## src/include/ula_settings.svh

```systemverilog
`ifndef ULA_SETTINGS_SVH
`define ULA_SETTINGS_SVH

// Raster geometry in pixel clocks and lines
`define H_TOTAL         448
`define V_TOTAL         312

// Last column and line of the paper area
`define H_PAPER_END     255
`define V_PAPER_END     191

// Frame interrupt window
// 64 pixel clocks wide, which is 32 T-states
`define INT_LINE        248
`define INT_FIRST       2
`define INT_LAST        65

// ULAplus port addresses (fully decoded)
`define PLUS_ADDR_PORT  16'hBF3B
`define PLUS_DATA_PORT  16'hFF3B

// Red border after reset
`define BORDER_RESET    3'd2

`endif

```

## src/design/ulaCpuPkg.sv

```systemverilog
package ulaCpuPkg;

   // Z80 address and data buses
   typedef logic [15:0] cpuAddr_t;
   typedef logic [7:0]  cpuByte_t;

   // ULAplus register port value
   // Bit 6 selects config, bits 5..0 index the palette
   typedef logic [6:0] plusReg_t;

   // Entry number in the 64-colour palette
   typedef logic [5:0] paletteIdx_t;

endpackage

```

## src/design/ulaVideoPkg.sv

```systemverilog
package ulaVideoPkg;

   // Raster counters
   typedef logic [8:0] hCount_t;
   typedef logic [8:0] vCount_t;

   // 16 KB video memory
   typedef logic [13:0] vramAddr_t;
   typedef logic [7:0]  vramByte_t;

   // Flash, bright, paper[2:0], ink[2:0]
   typedef logic [7:0] attr_t;

   // Border, paper or ink colour as GRB
   typedef logic [2:0] colour3_t;

   // Bright plus GRB
   typedef logic [3:0] igrb_t;

   // GGGRRRBBB as sent to the DAC
   typedef logic [8:0] rgb9_t;

   // ULAplus palette entry, GGGRRRBB
   typedef logic [7:0] plusColour_t;

endpackage

```

## src/design/colourMerge.sv

```systemverilog
`timescale 1ns/1ns

module colourMerge (
   input  logic                     clk7,
   input  logic                     rst_n,
   input  ulaVideoPkg::rgb9_t       stdRgb,
   input  ulaVideoPkg::plusColour_t plusRgb,
   input  logic                     ulaPlusEnabled,
   output ulaVideoPkg::colour3_t    r,
   output ulaVideoPkg::colour3_t    g,
   output ulaVideoPkg::colour3_t    b
);

   ulaVideoPkg::rgb9_t mergedRgb;
   ulaVideoPkg::rgb9_t rgbOut;

   // Blue B1 B0 widened to B1 B0 B1
   assign mergedRgb = ulaPlusEnabled ? {plusRgb, plusRgb[1]} : stdRgb;

   // DAC register
   always_ff @(posedge clk7) begin
      if (!rst_n)
         rgbOut <= '0;
      else
         rgbOut <= mergedRgb;
   end

   // GGGRRRBBB split
   assign g = rgbOut[8:6];
   assign r = rgbOut[5:3];
   assign b = rgbOut[2:0];

endmodule

```

## src/design/cpuPorts.sv

```systemverilog
`timescale 1ns/1ns
`include "ula_settings.svh"

module cpuPorts (
   input  logic                     clk7,
   input  logic                     rst_n,
   input  ulaCpuPkg::cpuAddr_t      a,
   input  logic                     iorqN,
   input  logic                     rdN,
   input  logic                     wrN,
   input  ulaCpuPkg::cpuByte_t      din,
   input  logic                     ear,
   input  logic [4:0]               kbd,
   input  logic                     issue2Keyboard,
   input  ulaVideoPkg::plusColour_t paletteEntry,
   output ulaCpuPkg::cpuByte_t      dout,
   output logic                     mic,
   output logic                     spk,
   output ulaVideoPkg::colour3_t    border,
   output logic                     paletteWrite,
   output ulaCpuPkg::paletteIdx_t   paletteIdx,
   output logic                     ulaPlusEnabled
);

   ulaCpuPkg::plusReg_t plusReg;
   logic                ioWrite;
   logic                ioRead;
   logic                plusDataWrite;
   logic                earIn;

   // Z80 strobes, sampled on every pixel clock
   assign ioWrite = !iorqN && !wrN;
   assign ioRead  = !iorqN && !rdN;

   assign plusDataWrite = ioWrite && (a == `PLUS_DATA_PORT);
   assign paletteWrite  = plusDataWrite && !plusReg[6];
   assign paletteIdx    = plusReg[5:0];

   //////////////////////////////
   // Port writes
   //////////////////////////////

   // 0xFE on any even address
   // Bits 2..0 border, bit 3 mic, bit 4 speaker
   always_ff @(posedge clk7) begin
      if (!rst_n) begin
         border <= `BORDER_RESET;
         mic    <= 1'b0;
         spk    <= 1'b0;
      end else if (ioWrite && !a[0]) begin
         border <= din[2:0];
         {spk, mic} <= din[4:3];
      end
   end

   // ULAplus register and config bit
   always_ff @(posedge clk7) begin
      if (!rst_n) begin
         plusReg        <= '0;
         ulaPlusEnabled <= 1'b0;
      end else begin
         if (ioWrite && (a == `PLUS_ADDR_PORT))
            plusReg <= din[6:0];
         // Data port reaches config only with bit 6 set
         if (plusDataWrite && plusReg[6])
            ulaPlusEnabled <= din[0];
      end
   end

   //////////////////////////////
   // Port reads
   //////////////////////////////

   // Issue 2 boards also hear mic on EAR
   always_comb begin
      if (issue2Keyboard)
         earIn = ear ^ (spk | mic);
      else
         earIn = ear ^ spk;
   end

   // Idle bus reads back as 0xFF
   always_comb begin
      dout = 8'hFF;
      if (ioRead) begin
         if (!a[0])
            dout = {1'b1, earIn, 1'b1, kbd};
         else if (a == `PLUS_ADDR_PORT)
            dout = {1'b0, plusReg};
         else if (a == `PLUS_DATA_PORT && !plusReg[6])
            dout = paletteEntry;
         else if (a == `PLUS_DATA_PORT)
            dout = {7'b0000000, ulaPlusEnabled};
      end
   end

endmodule

```

## src/design/plusColour.sv

```systemverilog
`timescale 1ns/1ns

module plusColour (
   input  logic                     clk7,
   input  logic                     paletteWrite,
   input  ulaCpuPkg::paletteIdx_t   paletteIdx,
   input  ulaCpuPkg::cpuByte_t      din,
   input  ulaVideoPkg::attr_t       attrNext,
   input  logic                     attrOutLoad,
   input  logic                     pixel,
   output ulaVideoPkg::plusColour_t plusRgb,
   output ulaVideoPkg::plusColour_t paletteEntry
);

   ulaVideoPkg::plusColour_t palette [64];
   ulaCpuPkg::paletteIdx_t   paperIdx;
   ulaCpuPkg::paletteIdx_t   inkIdx;
   ulaVideoPkg::plusColour_t paperColour;
   ulaVideoPkg::plusColour_t inkColour;

   //////////////////////////////
   // Palette RAM
   //////////////////////////////

   // CPU side write, 64 x GGGRRRBB
   always_ff @(posedge clk7) begin
      if (paletteWrite)
         palette[paletteIdx] <= din;
   end

   // Readback at the register index
   assign paletteEntry = palette[paletteIdx];

   //////////////////////////////
   // Attribute lookup
   //////////////////////////////

   // Flash and bright pick one of four 16-entry groups
   // Paper in the upper 8, ink in the lower 8
   assign paperIdx = {attrNext[7:6], 1'b1, attrNext[5:3]};
   assign inkIdx   = {attrNext[7:6], 1'b0, attrNext[2:0]};

   // Held for the whole cell, like the standard attribute
   always_ff @(posedge clk7) begin
      if (attrOutLoad) begin
         paperColour <= palette[paperIdx];
         inkColour   <= palette[inkIdx];
      end
   end

   // No flash inversion in ULAplus mode
   assign plusRgb = pixel ? inkColour : paperColour;

endmodule

```

## src/design/rasterTiming.sv

```systemverilog
`timescale 1ns/1ns
`include "ula_settings.svh"

module rasterTiming (
   input  logic                  clk7,
   input  logic                  rst_n,
   output ulaVideoPkg::vramAddr_t va,
   output logic                  bitmapLoad,
   output logic                  attrLoad,
   output logic                  serialLoad,
   output logic                  videoEnable,
   output logic                  attrOutLoad,
   output logic                  frameTick,
   output logic                  intN
);

   // Display trails the fetch by one 8-pixel cell
   localparam ulaVideoPkg::hCount_t fetchLead = 9'd8;

   ulaVideoPkg::hCount_t hCount;
   ulaVideoPkg::vCount_t vCount;
   logic [4:0]           columnAddr;
   logic                 inPaper;
   logic                 fetchSlot;
   logic                 bitmapAddr;
   logic                 attrAddr;

   //////////////////////////////
   // Raster counters
   //////////////////////////////

   always_ff @(posedge clk7) begin
      if (!rst_n) begin
         hCount <= '0;
         vCount <= '0;
      end else if (hCount == ulaVideoPkg::hCount_t'(`H_TOTAL - 1)) begin
         hCount <= '0;
         // Next line, or back to the top
         if (vCount == ulaVideoPkg::vCount_t'(`V_TOTAL - 1))
            vCount <= '0;
         else
            vCount <= vCount + 1'b1;
      end else begin
         hCount <= hCount + 1'b1;
      end
   end

   // Column address, taken ahead of each fetch pair
   always_ff @(posedge clk7) begin
      if (!rst_n)
         columnAddr <= '0;
      else if (hCount[2:0] == 3'd3)
         columnAddr <= hCount[7:3];
   end

   //////////////////////////////
   // Fetch and display strobes
   //////////////////////////////

   assign inPaper = (hCount <= ulaVideoPkg::hCount_t'(`H_PAPER_END)) &&
                    (vCount <= ulaVideoPkg::vCount_t'(`V_PAPER_END));

   // Upper half of each 16-pixel group
   // Bitmap slots 8,9,12,13 and attribute slots 10,11,14,15
   assign fetchSlot  = inPaper && hCount[3];
   assign bitmapAddr = fetchSlot && !hCount[1];
   assign attrAddr   = fetchSlot && hCount[1];
   assign bitmapLoad = bitmapAddr && hCount[0];
   assign attrLoad   = attrAddr && hCount[0];

   // Paper window shifted by the fetch lead
   assign videoEnable = (hCount >= fetchLead) &&
                        (hCount <= ulaVideoPkg::hCount_t'(`H_PAPER_END) + fetchLead) &&
                        (vCount <= ulaVideoPkg::vCount_t'(`V_PAPER_END));

   // New cell every 8 pixels
   assign attrOutLoad = (hCount[2:0] == 3'd4);
   assign serialLoad  = attrOutLoad && videoEnable;

   // Interleaved bitmap address or linear attribute address
   always_comb begin
      if (bitmapAddr)
         va = {1'b0, vCount[7:6], vCount[2:0], vCount[5:3], columnAddr};
      else if (attrAddr)
         va = {4'b0110, vCount[7:3], columnAddr};
      else
         va = '0;
   end

   //////////////////////////////
   // Frame interrupt
   //////////////////////////////

   assign frameTick = (vCount == ulaVideoPkg::vCount_t'(`INT_LINE)) && (hCount == '0);

   assign intN = !((vCount == ulaVideoPkg::vCount_t'(`INT_LINE)) &&
                   (hCount >= ulaVideoPkg::hCount_t'(`INT_FIRST)) &&
                   (hCount <= ulaVideoPkg::hCount_t'(`INT_LAST)));

endmodule

```

## src/design/stdColour.sv

```systemverilog
`timescale 1ns/1ns

module stdColour (
   input  logic               clk7,
   input  logic               rst_n,
   input  ulaVideoPkg::attr_t attr,
   input  logic               pixel,
   input  logic               frameTick,
   output ulaVideoPkg::rgb9_t stdRgb
);

   // Channel levels
   localparam ulaVideoPkg::colour3_t lvlNone = 3'b000;
   localparam ulaVideoPkg::colour3_t lvlHalf = 3'b101;
   localparam ulaVideoPkg::colour3_t lvlFull = 3'b111;

   logic [4:0]           flashCount;
   logic                 flashPixel;
   ulaVideoPkg::igrb_t   colourIdx;

   // Flash phase toggles every 16 frames
   always_ff @(posedge clk7) begin
      if (!rst_n)
         flashCount <= '0;
      else if (frameTick)
         flashCount <= flashCount + 1'b1;
   end

   // Swap ink and paper in the flash phase
   assign flashPixel = pixel ^ (attr[7] & flashCount[4]);

   assign colourIdx = flashPixel ? {attr[6], attr[2:0]} : {attr[6], attr[5:3]};

   // IGRB to GGGRRRBBB
   always_comb begin
      case (colourIdx)
         4'd1:    stdRgb = {lvlNone, lvlNone, lvlHalf};
         4'd2:    stdRgb = {lvlNone, lvlHalf, lvlNone};
         4'd3:    stdRgb = {lvlNone, lvlHalf, lvlHalf};
         4'd4:    stdRgb = {lvlHalf, lvlNone, lvlNone};
         4'd5:    stdRgb = {lvlHalf, lvlNone, lvlHalf};
         4'd6:    stdRgb = {lvlHalf, lvlHalf, lvlNone};
         4'd7:    stdRgb = {lvlHalf, lvlHalf, lvlHalf};
         4'd9:    stdRgb = {lvlNone, lvlNone, lvlFull};
         4'd10:   stdRgb = {lvlNone, lvlFull, lvlNone};
         4'd11:   stdRgb = {lvlNone, lvlFull, lvlFull};
         4'd12:   stdRgb = {lvlFull, lvlNone, lvlNone};
         4'd13:   stdRgb = {lvlFull, lvlNone, lvlFull};
         4'd14:   stdRgb = {lvlFull, lvlFull, lvlNone};
         4'd15:   stdRgb = {lvlFull, lvlFull, lvlFull};
         // Black, bright or not
         default: stdRgb = {lvlNone, lvlNone, lvlNone};
      endcase
   end

endmodule

```

## src/design/ulaTop.sv

```systemverilog
`timescale 1ns/1ns

module ulaTop (
   input  logic                   clk7,
   input  logic                   rst_n,
   // Z80 bus
   input  ulaCpuPkg::cpuAddr_t    a,
   input  logic                   iorqN,
   input  logic                   rdN,
   input  logic                   wrN,
   input  ulaCpuPkg::cpuByte_t    din,
   output ulaCpuPkg::cpuByte_t    dout,
   output logic                   intN,
   // Keyboard, tape and beeper
   input  logic                   ear,
   input  logic [4:0]             kbd,
   input  logic                   issue2Keyboard,
   output logic                   mic,
   output logic                   spk,
   // VRAM
   output ulaVideoPkg::vramAddr_t va,
   input  ulaVideoPkg::vramByte_t vramData,
   // Video out
   output ulaVideoPkg::colour3_t  r,
   output ulaVideoPkg::colour3_t  g,
   output ulaVideoPkg::colour3_t  b
);

   // Control strobes
   logic bitmapLoad;
   logic attrLoad;
   logic serialLoad;
   logic videoEnable;
   logic attrOutLoad;
   logic frameTick;

   // CPU register outputs
   ulaVideoPkg::colour3_t    border;
   logic                     paletteWrite;
   ulaCpuPkg::paletteIdx_t   paletteIdx;
   logic                     ulaPlusEnabled;
   ulaVideoPkg::plusColour_t paletteEntry;

   // Pixel path
   ulaVideoPkg::attr_t       attrNext;
   ulaVideoPkg::attr_t       attr;
   logic                     pixel;
   ulaVideoPkg::rgb9_t       stdRgb;
   ulaVideoPkg::plusColour_t plusRgb;

   rasterTiming rasterTiming_inst (
      .clk7(clk7), .rst_n(rst_n), .va(va),
      .bitmapLoad(bitmapLoad), .attrLoad(attrLoad), .serialLoad(serialLoad),
      .videoEnable(videoEnable), .attrOutLoad(attrOutLoad),
      .frameTick(frameTick), .intN(intN)
   );

   cpuPorts cpuPorts_inst (
      .clk7(clk7), .rst_n(rst_n), .a(a), .iorqN(iorqN), .rdN(rdN), .wrN(wrN),
      .din(din), .ear(ear), .kbd(kbd), .issue2Keyboard(issue2Keyboard),
      .paletteEntry(paletteEntry), .dout(dout), .mic(mic), .spk(spk),
      .border(border), .paletteWrite(paletteWrite), .paletteIdx(paletteIdx),
      .ulaPlusEnabled(ulaPlusEnabled)
   );

   videoFetch videoFetch_inst (
      .clk7(clk7), .rst_n(rst_n), .vramData(vramData), .border(border),
      .bitmapLoad(bitmapLoad), .attrLoad(attrLoad), .serialLoad(serialLoad),
      .videoEnable(videoEnable), .attrOutLoad(attrOutLoad),
      .attrNext(attrNext), .attr(attr), .pixel(pixel)
   );

   // Standard and ULAplus colour side by side
   stdColour stdColour_inst (
      .clk7(clk7), .rst_n(rst_n), .attr(attr), .pixel(pixel),
      .frameTick(frameTick), .stdRgb(stdRgb)
   );

   plusColour plusColour_inst (
      .clk7(clk7), .paletteWrite(paletteWrite), .paletteIdx(paletteIdx),
      .din(din), .attrNext(attrNext), .attrOutLoad(attrOutLoad),
      .pixel(pixel), .plusRgb(plusRgb), .paletteEntry(paletteEntry)
   );

   colourMerge colourMerge_inst (
      .clk7(clk7), .rst_n(rst_n), .stdRgb(stdRgb), .plusRgb(plusRgb),
      .ulaPlusEnabled(ulaPlusEnabled), .r(r), .g(g), .b(b)
   );

endmodule

```

## src/design/videoFetch.sv

```systemverilog
`timescale 1ns/1ns

module videoFetch (
   input  logic                   clk7,
   input  logic                   rst_n,
   input  ulaVideoPkg::vramByte_t vramData,
   input  ulaVideoPkg::colour3_t  border,
   input  logic                   bitmapLoad,
   input  logic                   attrLoad,
   input  logic                   serialLoad,
   input  logic                   videoEnable,
   input  logic                   attrOutLoad,
   output ulaVideoPkg::attr_t     attrNext,
   output ulaVideoPkg::attr_t     attr,
   output logic                   pixel
);

   ulaVideoPkg::vramByte_t bitmapData;
   ulaVideoPkg::attr_t     attrData;
   ulaVideoPkg::vramByte_t serializer;

   //////////////////////////////
   // VRAM latches
   //////////////////////////////

   // Asynchronous VRAM, byte valid in the strobe cycle
   always_ff @(posedge clk7) begin
      if (bitmapLoad)
         bitmapData <= vramData;
      if (attrLoad)
         attrData <= vramData;
   end

   //////////////////////////////
   // Serialiser and attribute
   //////////////////////////////

   // MSB first, zeros shift in behind
   always_ff @(posedge clk7) begin
      if (!rst_n)
         serializer <= '0;
      else if (serialLoad)
         serializer <= bitmapData;
      else
         serializer <= {serializer[6:0], 1'b0};
   end

   assign pixel = serializer[7];

   // Border shows as paper, no flash or bright
   assign attrNext = videoEnable ? attrData : {2'b00, border, 3'b000};

   // Same edge as the serialiser load
   always_ff @(posedge clk7) begin
      if (!rst_n)
         attr <= '0;
      else if (attrOutLoad)
         attr <= attrNext;
   end

endmodule

```

## config.mk

```make
export PLATFORM = sky130hd
export DESIGN_NAME = ulaTop
export DESIGN_NICKNAME = d
export VERILOG_FILES = /design/src/design/ulaCpuPkg.sv /design/src/design/ulaVideoPkg.sv /design/src/design/colourMerge.sv /design/src/design/cpuPorts.sv /design/src/design/plusColour.sv /design/src/design/rasterTiming.sv /design/src/design/stdColour.sv /design/src/design/ulaTop.sv /design/src/design/videoFetch.sv
export VERILOG_INCLUDE_DIRS = /design/src /design/src/include
export SDC_FILE = /design/constraint.sdc
export NUM_CORES = 1
export LEC_CHECK = 0
export ABC_AREA = 1
export BUFFER_PORTS_ARGS = -buffer_cell sky130_fd_sc_hd__buf_2
export CAP_MARGIN = 20
export CORE_MARGIN = 8
export CORE_UTILIZATION = 30
export DETAILED_ROUTE_END_ITERATION = 8
export SLEW_MARGIN = 5
export SYNTH_ARGS = -nofsm -noshare
export SYNTH_HDL_FRONTEND = slang
export SYNTH_SLANG_ARGS = --single-unit
```

## constraint.sdc

```tcl
create_clock -name clk7 -period 3.2 [get_ports clk7]
set_clock_uncertainty 0.05 [all_clocks]
set_input_delay 0.64 -clock clk7 [delete_from_list [all_inputs] [get_ports clk7]]
set_output_delay 0.64 -clock clk7 [all_outputs]
set_load 0.03 [all_outputs]
```

==> impl_metrics.tcl <==
set metrics [dict create \
    outcome "complete, but fails checks" \
    violations "DRC, setup timing" \
    synth_edf_count 544 \
    numCtsBuffers 68 \
    worstSetupEndpointType "primary output" \
    rsz0062_at_grt "true" \
    drt_iter0_markers 3621 \
    slew_viol_final 0 \
    slowest_delay_ns 0.48 \
    layout_setup_ws_ns -0.391 \
    root_buffer "clkbuf_16" \
    antenna_found_initial 2 \
    layout.nets 3855 \
    cts.path.max_buffers 3 \
    min_path_type "primary input to register" \
    fmax_ghz 0.279 \
    maxCapViolCount 0 \
    yosysTopAreaCellShare 0.522 \
    via_per_inst 5.26 \
    drcViolationCount 1 \
    cts_tree "built" \
    core_sq_mm 0.103 \
    die_area_sq_mm 0.115 \
    required_ns 2.51 \
    hold_violations 0 \
    ys_types 41 \
    synthFlopType "edfxtp_1" \
    synth.avg_cell_area_sq_um 8.67 \
    startpoint_type "register" \
    path_cells "inv_8 -> buf_12 -> buf_6 -> o21ai_1 -> a21oi_1 -> o21ai_2 -> a31oi_4 -> o21ai_2 -> nand2_1 -> nand2_2 -> nand4_1 -> nand3_2 -> buf_6" \
    rows 118 \
    cts.reportedPaths.clkPinSlew_ns 0.06 \
    synth.yosys.seq_area_share 0.567 \
    routabilityCongestion 0.912 \
    htreeDepth 3 \
    worstSetupPathType "register to primary output" \
    crit_fanout 31 \
    netlist_instances 3612 \
    portBuffers 76 \
    setup_viol 10 \
    r2r_cells 22 \
    wl_per_cell_microns 21.8 \
    clock-sinks 615 \
    cp_slowest_cell "dfxtp_4" \
    fin_util 0.375 \
    clk_latency_ns 0.63 \
    drt-total-wl_mm 114 \
    holdPathEnd "videoFetch_inst.attrData[6]$_DFFE_PP_" \
    die_h_microns 339 \
    vias 27545 \
    worstPathArrival_ns 2.90 \
    r2r_end "rasterTiming_inst.hCount[6]$_SDFF_PP0_" \
    grt_pass1_wl_mm 165 \
    r2r_setup_slack_ns 0.13 \
    gr-total-overflow 0 \
    drive_gt1_frac 0.160 \
    first_pass_iters 8 \
    grt_pass1_vias 25310 \
    total_power_w 0.0175 \
    gr-usage-all-layers 0.185 \
    syn2layout_area_growth_pct 23.9 \
    syn_area_sq_mm 0.0313 \
    yosys.area.top_type "edfxtp_1" \
    static-leakage-power_nw 15.6 \
    ir_worst_vdd_v 0.000326 \
    finalCriticalPeriod_ns 3.59 \
    hp-start "vramData[6]" \
    hold_path_depth 1 \
    n_antenna_cell 0 \
    worst_slew_pin_slew_ns 0.805 \
    ys_async_sr_fraction 0 \
    start_util 0.302 \
    dpl.cell_count 5052 \
    synth_area_leaders "edfxtp_1 52%, nand3_1 9.3%, nand2_1 7.9%, inv_1 6.3%, o21ai_0 5.8%" \
    fp.dieW_microns 339 \
    fillerInstances 10178 \
    syn-num-nets 3665 \
    r2r_start "rasterTiming_inst.hCount[0]$_SDFF_PP0_" \
    place_hpwl_mm 71.6 \
    ys_warn_count 0 \
    power-per-cell-area_mw_per_mm2 450 \
    postRouteAntennaNets 0 \
    ctsHoldBuffers 0 \
    io-pin-count 78 \
    grt_start_max_net_pins 71 \
    finalCritPeriodShare 1.12 \
    fin_cells 5236 \
    slew_headroom 0.463 \
    ys_ff_latch 615 \
]
[layer usage]
| layer | routed length (microns) | up-vias | GRT usage |
|---|---|---|---|
| met2 | 50500 | 1626 | 0.282 |
| met1 | 46200 | 13080 | 0.253 |
| met5 | 13 | - | 0 |
| li1 | - | 12600 | - |
| met3 | 13000 | 237 | 0.0394 |
| met4 | 4530 | 2 | 0.0774 |
[report_power, final]
| part | internal [W] | total [W] | switching, W |
|---|---|---|---|
| Combinational | 0.000192 | 0.000718 | 0.000526 |
| Clock | 0.00463 | 0.00799 | 0.00335 |
| Sequential | 0.00874 | 0.00876 | 0.0000145 |
| Total | 0.0136 | 0.0175 | 0.00389 |
[registers in the layout, summed over array words and instances (netlist names), 3 cells and up, named ones only]
name / flops
videoFetch_inst.attrData: 8
videoFetch_inst.serializer: 8
rasterTiming_inst.hCount: 9
plusColour_inst.inkColour: 8
videoFetch_inst.bitmapData: 8
cpuPorts_inst.plusReg: 7
rasterTiming_inst.vCount: 9
plusColour_inst.palette: 512
plusColour_inst.paperColour: 8
videoFetch_inst.attr: 8
rasterTiming_inst.columnAddr: 5
colourMerge_inst.rgbOut: 8
cpuPorts_inst.border: 3
stdColour_inst.flashCount: 5
[worst max-delay path by stage]
stage / startpoint / slack, ns / to
global placement: register / -0.06 / dout[7]
finish: register / -0.39 / dout[7]
global route: register / -0.47 / dout[3]
floorplan: a[0] / 0.39 / plusColour_inst.palette[0][0]$_DFFE_PP_
detailed placement: register / -0.06 / dout[7]
CTS: register / -0.38 / dout[3]
[area by class of cell]
class / instances / area (sq um) / share of cell area
clock buffer: 94 / 2000 / 0.0516
clock inverter: 30 / 246 / 0.00636
inverter: 535 / 2040 / 0.0526
multi-input combinational: 2232 / 11300 / 0.290
sequential: 615 / 17800 / 0.458
tap: 1380 / 1730 / 0.0445
timing repair buffer: 349 / 3710 / 0.0957
timing repair inverter: 1 / 11.3 / 0.000290
[kinds of logic after synthesis]
logic type                 after synthesis  synth area share
and+or+nand+nor                       1466             0.202
buffers and inverters                  765            0.0971
AOI/OAI and AO/OA                      748             0.127
DFF                                    615             0.567
adders and majority gates                9           0.00360
xor gates and xnor gates                 5           0.00140
muxes                                    3           0.00108
other                                    1          0.000120
[repair_timing]
| action | in CTS | in global routing |
|---|---|---|
| gates cloned | 7 | 17 |
| pin swaps | 23 | 77 |
| gates resized for setup | 171 | 206 |
| setup endpoints to repair | 21 | 34 |
| buffers inserted | 24 | 19 |
[Yosys cell counts, types with 19 or more instances]
master	number
nand2_1	661
nand3_1	579
edfxtp_1	544
inv_1	527
o21ai_0	365
a21oi_1	285
nor2_1	185
clkbuf_1	128
dfxtp_1	71
buf_2	67
o211ai_1	65
nor3_1	19
[metrics by stage]
step | hold slack [ns] | instance area (sq um) | setup WS [ns] | setup TNS, ns
finish | 0.149 | 38800 | -0.391 | -2.74
global route | 0.146 | 38800 | -0.467 | -3.87
detailed placement | 0.390 | 34600 | -0.0598 | -0.0991
CTS | 0.127 | 37700 | -0.376 | -2.54
floorplan | 0.376 | 31300 | 0.389 | 0
global placement | 0.381 | 34600 | -0.0621 | -0.0989
[worst max-delay path, delay by kind of cell (launching register included)]
family	cells	cell delay (ns)
AO/OA/AOI/OAI	5	0.71
AND/OR/NAND/NOR	4	0.54
buffers and inverters	4	0.54
flip-flops	1	0.48
[placed cells by master, fill, tap and decap left out, drive strengths merged, types with 65 or more instances in the layout]
cell type / synthesis / routed
edfxtp: 544 / 544
nand2: 669 / 669
nand3: 579 / 579
inv: 531 / 537
dfxtp: 71 / 71
o211ai: 65 / 65
a21oi: 286 / 286
buf: 102 / 329
nor2: 188 / 188
o21ai: 373 / 373
clkbuf: 128 / 111
Note: power is estimated with default switching activity, not from simulation.
